--- src/include/ctrl_defines.svh ---
`ifndef CTRL_DEFINES_SVH
`define CTRL_DEFINES_SVH

//**********************************************************
// datapath widths
`define CTRL_INSTR_W 16

// cycles spent in START before the first fetch
`define CTRL_STARTUP_DELAY 40

//**********************************************************
// interrupt sources and handler addresses
`define CTRL_NUM_IRQ 3
`define CTRL_IRQ_VEC0 20
`define CTRL_IRQ_VEC1 30
`define CTRL_IRQ_VEC2 40

// low byte of the stack pointer pair
`define CTRL_SP_LO_REG 14

`endif

--- src/hw/cpuIsaPkg.sv ---
package cpuIsaPkg;

    // instruction classes the control decoder acts on
    typedef enum logic [3:0] {
        ALU_IMM = 4'd0,
        ALU_REG = 4'd1,
        IO_IN   = 4'd2,
        IO_OUT  = 4'd3,
        JUMP    = 4'd4,
        CALL    = 4'd5,
        RET     = 4'd6,
        HALT    = 4'd7,
        NOP     = 4'd8
    } instrClass_e;

    // condition field, bits 15..13 of the word
    typedef enum logic [2:0] {
        COND_ALWAYS  = 3'd0,
        COND_C       = 3'd1,
        COND_NC      = 3'd2,
        COND_Z       = 3'd3,
        COND_NZ      = 3'd4,
        COND_N       = 3'd5,
        COND_NN      = 3'd6,
        COND_ALWAYS7 = 3'd7
    } condCode_e;

    typedef struct packed {
        instrClass_e cls;
        logic        condMet;    // branch condition holds
        logic [3:0]  aluMode;
        logic [3:0]  regB;       // source register field, bits 11..8
        logic        setsFlags;
    } decodedInstr_t;

endpackage : cpuIsaPkg

--- src/hw/ctrlSigPkg.sv ---
package ctrlSigPkg;

    typedef struct packed {
        logic carry;
        logic zero;
        logic negative;
    } aluFlags_t;

    //**********************************************************
    // select encodings seen by the datapath
    typedef enum logic [1:0] {
        REG_SRC_ALU = 2'b00,
        REG_SRC_IO  = 2'b10
    } regSrc_e;

    typedef enum logic [1:0] {
        ALUB_REG = 2'b00,
        ALUB_IMM = 2'b10     // immediate byte
    } aluBSel_e;

    typedef enum logic [2:0] {
        DDATA_PCP1_HI = 3'b000,
        DDATA_PCP1_LO = 3'b001,
        DDATA_ALU     = 3'b010,
        DDATA_PC_HI   = 3'b011,
        DDATA_PC_LO   = 3'b100
    } dMemData_e;

    typedef enum logic [1:0] {
        DADDR_SP    = 2'b00, // stack pointer pair
        DADDR_PORT  = 2'b01, // port immediate
        DADDR_SP_P1 = 2'b10
    } dMemAddr_e;

    typedef enum logic [1:0] {
        STAT_ALU_FLAGS = 2'b00,
        STAT_IRQ_DIS   = 2'b11 // keep flags, clear interrupt enable
    } statusSrc_e;

    typedef enum logic [2:0] {
        FETCH_PC_P1    = 3'b000,
        FETCH_PC       = 3'b001,
        FETCH_IRQ_VEC  = 3'b010,
        FETCH_INSTR    = 3'b011, // address word just fetched
        FETCH_RET_ADDR = 3'b101
    } fetchSel_e;

    //**********************************************************
    // per-unit control words
    typedef struct packed {
        regSrc_e    src;
        logic [3:0] outBSelect;
        logic       writeEnable;
        logic       incPair;
        logic       decPair;
    } regFileCtrl_t;

    typedef struct packed {
        aluBSel_e   srcBSelect;
        logic [3:0] mode;
    } aluCtrl_t;

    typedef struct packed {
        dMemData_e dataSelect;
        dMemAddr_e addrSelect;
        logic      writeEn;
        logic      readEn;
    } dMemCtrl_t;

    typedef struct packed {
        statusSrc_e srcSelect;
        logic       flagEnable;
    } statusCtrl_t;

    typedef struct packed {
        fetchSel_e addrSelect;
        logic      readEnable;
        logic      pcWriteEn;
    } fetchCtrl_t;

    typedef enum logic [2:0] {
        PART1     = 3'b000,
        PART2     = 3'b010,
        PART3     = 3'b100,
        JMP_ADDR  = 3'b001,
        CALL_ADDR = 3'b011,
        IRQ_ENTRY = 3'b101,
        START     = 3'b111
    } ctrlState_e;

endpackage : ctrlSigPkg

--- src/hw/ctrlDecoder.sv ---
`timescale 1ns/10ps
`include "ctrl_defines.svh"

module ctrlDecoder import cpuIsaPkg::*, ctrlSigPkg::*; (
    input  ctrlState_e               state,
    input  logic                     delayDone,
    input  decodedInstr_t            decoded,
    input  logic                     irqPending,
    input  logic                     interruptEnable,
    input  logic [`CTRL_INSTR_W-1:0] instrWord,
    output regFileCtrl_t             regFile,
    output aluCtrl_t                 alu,
    output dMemCtrl_t                dMem,
    output statusCtrl_t              status,
    output fetchCtrl_t               fetch,
    output ctrlState_e               nextState
);

    localparam logic [3:0] spLoReg = `CTRL_SP_LO_REG;

    always_comb begin
        //**********************************************************
        // NOP defaults, advance the PC
        regFile   = '{src: REG_SRC_ALU, outBSelect: instrWord[15:12], writeEnable: 1'b0,
                      incPair: 1'b0, decPair: 1'b0};
        alu       = '{srcBSelect: ALUB_REG, mode: 4'd0};
        dMem      = '{dataSelect: DDATA_ALU, addrSelect: DADDR_SP, writeEn: 1'b0, readEn: 1'b0};
        status    = '{srcSelect: STAT_ALU_FLAGS, flagEnable: 1'b0};
        fetch     = '{addrSelect: FETCH_PC, readEnable: 1'b1, pcWriteEn: 1'b1};
        nextState = PART1;

        case (state)
            START: begin
                status.srcSelect  = STAT_IRQ_DIS; // interrupts off until software enables
                status.flagEnable = 1'b1;
                fetch.pcWriteEn   = delayDone;
                nextState         = delayDone ? PART1 : START;
            end
            IRQ_ENTRY: begin
                regFile.outBSelect = spLoReg;
                regFile.decPair    = 1'b1;
                dMem.dataSelect    = DDATA_PC_HI;  // high return byte
                dMem.writeEn       = 1'b1;
                status.srcSelect   = STAT_IRQ_DIS;
                status.flagEnable  = 1'b1;
                fetch.addrSelect   = FETCH_IRQ_VEC;
            end
            JMP_ADDR: begin
                fetch.addrSelect = FETCH_INSTR;  // target is the current word
            end
            CALL_ADDR: begin
                regFile.outBSelect = spLoReg;
                regFile.decPair    = 1'b1;
                dMem.dataSelect    = DDATA_PCP1_HI;
                dMem.writeEn       = 1'b1;
                fetch.addrSelect   = FETCH_INSTR;
            end
            default: begin
                if (state == PART1 && interruptEnable && irqPending) begin
                    // entry beats the instruction, push low byte first
                    regFile.outBSelect = spLoReg;
                    regFile.decPair    = 1'b1;
                    dMem.dataSelect    = DDATA_PC_LO;
                    dMem.writeEn       = 1'b1;
                    status.srcSelect   = STAT_IRQ_DIS;
                    status.flagEnable  = 1'b1;
                    fetch.addrSelect   = FETCH_IRQ_VEC;
                    fetch.readEnable   = 1'b0;
                    fetch.pcWriteEn    = 1'b0;
                    nextState          = IRQ_ENTRY;
                end else begin
                    case (decoded.cls)
                        ALU_IMM: begin
                            regFile.writeEnable = 1'b1;
                            alu.srcBSelect      = ALUB_IMM;
                            alu.mode            = decoded.aluMode;
                            status.flagEnable   = decoded.setsFlags;
                        end
                        ALU_REG: begin
                            regFile.outBSelect  = decoded.regB;
                            regFile.writeEnable = 1'b1;
                            alu.mode            = decoded.aluMode;
                            status.flagEnable   = decoded.setsFlags;
                        end
                        IO_IN: begin
                            regFile.src     = REG_SRC_IO;
                            dMem.addrSelect = DADDR_PORT;
                            dMem.readEn     = 1'b1;
                            if (state == PART1) begin
                                fetch.readEnable = 1'b0; // wait for read data
                                fetch.pcWriteEn  = 1'b0;
                                nextState        = PART2;
                            end else begin
                                regFile.writeEnable = 1'b1;
                            end
                        end
                        IO_OUT: begin
                            dMem.addrSelect = DADDR_PORT;
                            dMem.writeEn    = 1'b1;
                        end
                        JUMP: begin
                            if (decoded.condMet) begin
                                nextState = JMP_ADDR; // fetch address word
                            end else begin
                                fetch.addrSelect = FETCH_PC_P1; // skip address word
                            end
                        end
                        CALL: begin
                            regFile.outBSelect = spLoReg;
                            dMem.dataSelect    = DDATA_PCP1_LO;
                            if (decoded.condMet) begin
                                regFile.decPair = 1'b1;
                                dMem.writeEn    = 1'b1;
                                fetch.pcWriteEn = 1'b0; // PC kept for high byte push
                                nextState       = CALL_ADDR;
                            end else begin
                                fetch.addrSelect = FETCH_PC_P1;
                            end
                        end
                        RET: begin
                            regFile.outBSelect = spLoReg;
                            dMem.addrSelect    = DADDR_SP_P1;
                            if (state == PART3) begin
                                dMem.readEn      = 1'b1;
                                fetch.addrSelect = FETCH_RET_ADDR;
                            end else if (state == PART2 || decoded.condMet) begin
                                regFile.incPair  = 1'b1; // pop one byte
                                dMem.readEn      = 1'b1;
                                fetch.addrSelect = FETCH_RET_ADDR;
                                fetch.readEnable = 1'b0;
                                fetch.pcWriteEn  = 1'b0;
                                nextState        = (state == PART1) ? PART2 : PART3;
                            end
                        end
                        HALT: begin
                            fetch.readEnable = 1'b0; // hold until interrupt entry
                            fetch.pcWriteEn  = 1'b0;
                        end
                        default: begin
                        end
                    endcase
                end
            end
        endcase
    end

    dMemExcl: assert final (!(dMem.writeEn === 1'b1 && dMem.readEn === 1'b1))
        else $error("data memory read and write enabled together");

endmodule

--- src/hw/ctrlSequencer.sv ---
`timescale 1ns/10ps
`include "ctrl_defines.svh"

module ctrlSequencer import ctrlSigPkg::*; (
    input  logic       clk,
    input  logic       arstN,
    input  ctrlState_e nextState,
    output ctrlState_e state,
    output logic       delayDone,
    output logic       inIrqEntry
);

    localparam int cntW = $clog2(`CTRL_STARTUP_DELAY + 1);

    logic [cntW-1:0] delayCnt;

    //**********************************************************
    // state register and start-up counter
    always_ff @(posedge clk or negedge arstN) begin
        if (!arstN) begin
            state    <= START;
            delayCnt <= '0;
        end else begin
            state <= nextState;
            if (state == START) begin
                delayCnt <= delayCnt + 1'b1;
            end else begin
                delayCnt <= '0;
            end
        end
    end

    assign delayDone  = (delayCnt == cntW'(`CTRL_STARTUP_DELAY));
    assign inIrqEntry = (state == IRQ_ENTRY);

    // START is only reachable through reset
    noReStart: assert property (@(posedge clk) disable iff (!arstN)
        (state != START) |=> (state != START))
        else $error("sequencer re-entered START without reset");

endmodule

--- src/hw/ctrlTop.sv ---
`timescale 1ns/10ps
`include "ctrl_defines.svh"

module ctrlTop import cpuIsaPkg::*, ctrlSigPkg::*; (
    input  logic                     clk,
    input  logic                     arstN,
    input  logic [`CTRL_INSTR_W-1:0] instrWord,
    input  aluFlags_t                flags,
    input  logic                     interruptEnable,
    input  logic [`CTRL_NUM_IRQ-1:0] irqReq,
    output regFileCtrl_t             regFile,
    output aluCtrl_t                 alu,
    output dMemCtrl_t                dMem,
    output statusCtrl_t              status,
    output fetchCtrl_t               fetch,
    output logic [`CTRL_INSTR_W-1:0] irqVector,
    output logic [`CTRL_NUM_IRQ-1:0] irqClr
);

    decodedInstr_t decoded;
    ctrlState_e    state;
    ctrlState_e    nextState;
    logic          delayDone;
    logic          irqPending;
    logic          inIrqEntry;

    instrDecoder u_instrDecoder (
        .instrWord (instrWord),
        .flags     (flags),
        .decoded   (decoded)
    );

    irqArbiter u_irqArbiter (
        .irqReq     (irqReq),
        .inIrqEntry (inIrqEntry),
        .irqPending (irqPending),
        .irqVector  (irqVector),
        .irqClr     (irqClr)
    );

    ctrlSequencer u_ctrlSequencer (
        .clk        (clk),
        .arstN      (arstN),
        .nextState  (nextState),
        .state      (state),
        .delayDone  (delayDone),
        .inIrqEntry (inIrqEntry)
    );

    ctrlDecoder u_ctrlDecoder (
        .state           (state),
        .delayDone       (delayDone),
        .decoded         (decoded),
        .irqPending      (irqPending),
        .interruptEnable (interruptEnable),
        .instrWord       (instrWord),
        .regFile         (regFile),
        .alu             (alu),
        .dMem            (dMem),
        .status          (status),
        .fetch           (fetch),
        .nextState       (nextState)
    );

endmodule

--- src/hw/instrDecoder.sv ---
`timescale 1ns/10ps
`include "ctrl_defines.svh"

module instrDecoder import cpuIsaPkg::*, ctrlSigPkg::*; (
    input  logic [`CTRL_INSTR_W-1:0] instrWord,
    input  aluFlags_t                flags,
    output decodedInstr_t            decoded
);

    condCode_e  cond;
    logic       condMet;
    logic [4:0] opField;

    assign cond    = condCode_e'(instrWord[15:13]);
    assign opField = instrWord[7:3];

    always_comb begin
        case (cond)
            COND_C:  condMet = flags.carry;
            COND_NC: condMet = ~flags.carry;
            COND_Z:  condMet = flags.zero;
            COND_NZ: condMet = ~flags.zero;
            COND_N:  condMet = flags.negative;
            COND_NN: condMet = ~flags.negative;
            default: condMet = 1'b1; // codes 0 and 7
        endcase
    end

    //**********************************************************
    // classification, first match wins
    always_comb begin
        decoded.cls       = NOP;
        decoded.condMet   = condMet;
        decoded.aluMode   = 4'd0;
        decoded.regB      = instrWord[11:8];
        decoded.setsFlags = 1'b0;
        if (instrWord[0] && instrWord[3:1] != 3'b111) begin
            decoded.cls       = ALU_IMM;
            decoded.aluMode   = {1'b0, instrWord[3:1]};
            decoded.setsFlags = (instrWord[3:1] != 3'b000); // LDI leaves flags
        end else if (instrWord[2:0] == 3'b010) begin
            decoded.cls = IO_IN;
        end else if (instrWord[2:0] == 3'b100) begin
            decoded.cls = IO_OUT;
        end else if (instrWord[2:0] == 3'b000) begin
            case (opField) inside
                [5'd1:5'd12]: begin
                    decoded.cls       = ALU_REG;
                    decoded.aluMode   = instrWord[6:3];
                    decoded.setsFlags = 1'b1;
                end
                5'd22:   decoded.cls = JUMP;
                5'd23:   decoded.cls = CALL;
                5'd24:   decoded.cls = RET;
                5'd29:   decoded.cls = HALT;
                default: decoded.cls = NOP; // includes dropped pair/status ops
            endcase
        end
    end

    clsKnown: assert final ($isunknown(instrWord) || !$isunknown(decoded.cls))
        else $error("instruction class unknown for a known word");

endmodule

--- src/hw/irqArbiter.sv ---
`timescale 1ns/10ps
`include "ctrl_defines.svh"

module irqArbiter (
    input  logic [`CTRL_NUM_IRQ-1:0] irqReq,
    input  logic                     inIrqEntry,
    output logic                     irqPending,
    output logic [`CTRL_INSTR_W-1:0] irqVector,
    output logic [`CTRL_NUM_IRQ-1:0] irqClr
);

    localparam logic [`CTRL_INSTR_W-1:0] vecTable [`CTRL_NUM_IRQ] = '{
        `CTRL_IRQ_VEC0,
        `CTRL_IRQ_VEC1,
        `CTRL_IRQ_VEC2
    };

    logic [`CTRL_NUM_IRQ-1:0] grant;

    assign irqPending = |irqReq;

    // scan from lowest priority up so request 0 wins
    always_comb begin
        grant     = '0;
        irqVector = '0; // no request
        for (int i = `CTRL_NUM_IRQ - 1; i >= 0; i--) begin
            if (irqReq[i]) begin
                grant     = '0;
                grant[i]  = 1'b1;
                irqVector = vecTable[i];
            end
        end
    end

    assign irqClr = inIrqEntry ? grant : '0; // second entry cycle only

    clrOneHot: assert final ($isunknown(irqClr) || $onehot0(irqClr))
        else $error("more than one interrupt cleared at once");

endmodule

--- config.mk ---
export PLATFORM = sky130hd
export DESIGN_NAME = ctrlTop
export DESIGN_NICKNAME = d
export VERILOG_FILES = /design/src/hw/cpuIsaPkg.sv /design/src/hw/ctrlSigPkg.sv /design/src/hw/ctrlDecoder.sv /design/src/hw/ctrlSequencer.sv /design/src/hw/ctrlTop.sv /design/src/hw/instrDecoder.sv /design/src/hw/irqArbiter.sv
export VERILOG_INCLUDE_DIRS = /design/src /design/src/include
export SDC_FILE = /design/constraint.sdc
export NUM_CORES = 1
export LEC_CHECK = 0
export CAP_MARGIN = 20
export CORE_UTILIZATION = 30
export CTS_CLUSTER_DIAMETER = 40
export CTS_CLUSTER_SIZE = 12
export DETAILED_ROUTE_END_ITERATION = 8
export DONT_BUFFER_PORTS = 1
export SLEW_MARGIN = 10
export SYNTH_ARGS = -nofsm -noshare
export SYNTH_HDL_FRONTEND = slang
export SYNTH_SLANG_ARGS = --single-unit
--- constraint.sdc ---
create_clock -name clk -period 2.1 [get_ports clk]
set_input_delay 0.42 -clock clk [delete_from_list [all_inputs] [get_ports clk]]
set_output_delay 0.42 -clock clk [all_outputs]
set_load 0.005 [all_outputs]
==> results.yml <==
status:
  status: "finished with violations"
  violations: "negative setup slack"
drt:
  antenna_left: 0
  vias: 1385
  firstDrtPassIters: 4
  vias_per_cell: 5.17
  routed_wl_microns: 3740
  drt_iter0_drc: 60
  drc: 0
  wire_per_inst_microns: 14.0
cts:
  clock-sinks: 9
  cts_tree: "built"
  htree_levels: 1
  cts_root_buf: "clkbuf_8"
  clock_latency_ns: 0.23
  cts.reportedPaths.clkPinSlew_ns: 0.04
  cts_buffers: 3
  clk_path_buf_depth: 2
place:
  dp_hpwl_microns: 2940
  dp_slack_ns: -0.106
  place_congestion: 0.859
  place_inst: 256
  place.port_buffers: 0
power:
  p_leak_uw: 0.000733
  p_per_area_nw_per_um2: 799
  peakVddDrop_mv: 0.334
setup_path:
  path_cells: "or2_1 > a221oi_2 > a211o_1 > nor2_2 > a2111o_1 > a21o_1"
  cp-start-kind: "input pin"
  worstSetupPathType: "input pin to output pin"
  cp_slowest_cell: "a2111o_1"
  cpLargestDelayFamily: "compound AO/OA/AOI/OAI gates"
  critPathMaxStageDelay_ns: 0.41
  worstPathArrival_ns: 1.79
  path_buf_inv: 0
  critPathCaptureType: "output pin"
  critPathRequiredTime_ns: 1.68
  cp_max_fo: 13
timing:
  clock.fmax_ghz: 0.451
  finalCriticalPeriod_ns: 2.21
  fin_crit_sh_pct: 105
  worst_slack_ns: -0.115
  clock_skew_ns: 0.00269
  finalSetupViolCount: 6
  slew_viol_final: 0
  rsz0062_at_grt: "yes"
  hold_viol: 0
global_routing:
  grt_use_total_pct: 14.6
  first_global_vias: 1300
  grt_pass1_wl_microns: 5820
  grt_max_degree: 14
  gr-total-overflow: 0
  antenna_found_initial: 0
yosys:
  synth.yosys.seq_area_share_pct: 16.4
  synth_area_per_cell_sq_um: 7.35
  synth_edf_count: 0
  ys.flop_type: "dfrtp_1"
  ys_async_sr_fraction_pct: 100
  yosys.area.top_type_share_pct: 10.8
  synth.distinct_cells: 59
  synthTopCellsByArea: "dfrtp_1 11%, nor2_1 9.1%, buf_4 8.1%"
  synth_common_cells: "34 x nor2_1, 16 x nand2_1, 15 x buf_4, 10 x inv_1, 8 x a21oi_1"
  syn_inst: 190
  synth_area_sq_um: 1400
  yosys.area.top_type: "dfrtp_1"
  yosys_warnings: 0
  ys_ff_latch: 9
  yosysMostFrequentCell: "nor2_1"
floorplanning:
  dieArea_sq_um: 4930
  initial_core_util_pct: 31.6
  die_width_microns: 70.2
  row_count: 24
  io_pins: 74
  die_height_microns: 70.2
  coreArea_sq_um: 4410
job:
  maxCapViolCount: 0
hold_path:
  worstHoldPathType: "input pin to async pin"
finish:
  final_nets: 244
  multi_input_area_sq_um: 1060
  layoutNonFillerInstCount: 268
  fillerInstances: 461
  diodes: 0
  area_growth_syn_to_layout_pct: 21.4
  drive_gt1_share_pct: 31.5
  seq_area_sq_um: 229
-- worst paths after layout --
kind / cells after the start / from / slack (ns) / to
setup / recovery: 6 / instrWord[0] / -0.11 / fetch[1]
hold / removal: 0 / arstN / 0.04 / u_ctrlSequencer.state[0]
setup reg to reg: 6 / u_ctrlSequencer.state[0] / 0.41 / u_ctrlSequencer.state[1]
hold reg to reg: 1 / u_ctrlSequencer.delayCnt[0] / 0.48 / u_ctrlSequencer.delayCnt[0]
max in group asynchronous: 1 / arstN / 1.37 / u_ctrlSequencer.delayCnt[0]
min in group clk: 2 / instrWord[1] / 0.43 / u_ctrlSequencer.state[1]
-- cell type report --
| type | instances | share of cell area (%) |
|---|---|---|
| multi-input combinational | 159 | 62.6 |
| timing repair buffer | 34 | 15.2 |
| inverter | 10 | 2.21 |
| clock buffer | 4 | 2.66 |
| tap | 52 | 3.84 |
| sequential | 9 | 13.5 |
-- timing repair --
action / in CTS / in global routing
buffers inserted: 5 / 2
hold buffers: 1 / 0
resized for setup: 8 / 14
hold endpoints to repair: 6 / 0
endpoints found under the setup margin: 17 / 18
pin swaps: 6 / 10
-- worst register-to-register path, stage by stage (launching register included) --
cell	delay [ns]
dfstp_2	0.61
buf_4	0.16
buf_4	0.12
nand3_1	0.23
nor2_1	0.23
a31oi_1	0.07
a2bb2oi_1	0.19
-- layout by cell type, fill, tap and decap left out, drive strengths merged, types with 5 or more instances in the layout --
master,synthesis,final
buf,19,33
nor2b,6,6
dfrtp,6,6
inv,10,10
conb,1,13
nand2,16,16
nor2,35,35
a31oi,5,5
a21oi,8,8
nand3,6,6
-- metrics by stage --
stage	power, uW	cell area [sq um]	TNS (ns)	hold slack, ns	util, %
floorplan	780	1460	-0.00133	0.124	-
global placement	1030	1500	-0.168	0.125	34.0
detailed placement	1020	1500	-0.255	0.125	34.0
CTS	1300	1630	-0.216	0.0316	37.0
global route	1460	1700	-1.08	0.0254	38.4
finish	1360	1700	-0.535	0.0381	38.4
-- sequential cells by signal, indices dropped and copies added (netlist names) --
name and cells:
u_ctrlSequencer.delayCnt 6, u_ctrlSequencer.state 3
-- logic make-up after synthesis --
family | Yosys count | synth area share [%]
mux | 1 | 0.717
compound gates | 48 | 26.3
simple gates | 88 | 31.4
fa+ha+maj | 2 | 1.79
buf+inv | 34 | 18.2
other cells | 1 | 0.269
flops | 9 | 16.4
xor+xnor | 7 | 4.93
-- layer usage --
metal  GRT usage (%)  up-vias  wire [microns]
met5               0        -               0
met4            3.33        0              21
met3            4.62        2             346
met2            25.1       62            1830
met1            17.5      633            1550
li1                -      688               -
-- power breakdown --
group,total (uW),switching (uW),internal (uW)
Clock,194,62.3,132
Combinational,914,470,444
Sequential,247,40.1,207
Total,1360,573,782
Power figures use the tool's default switching activity.
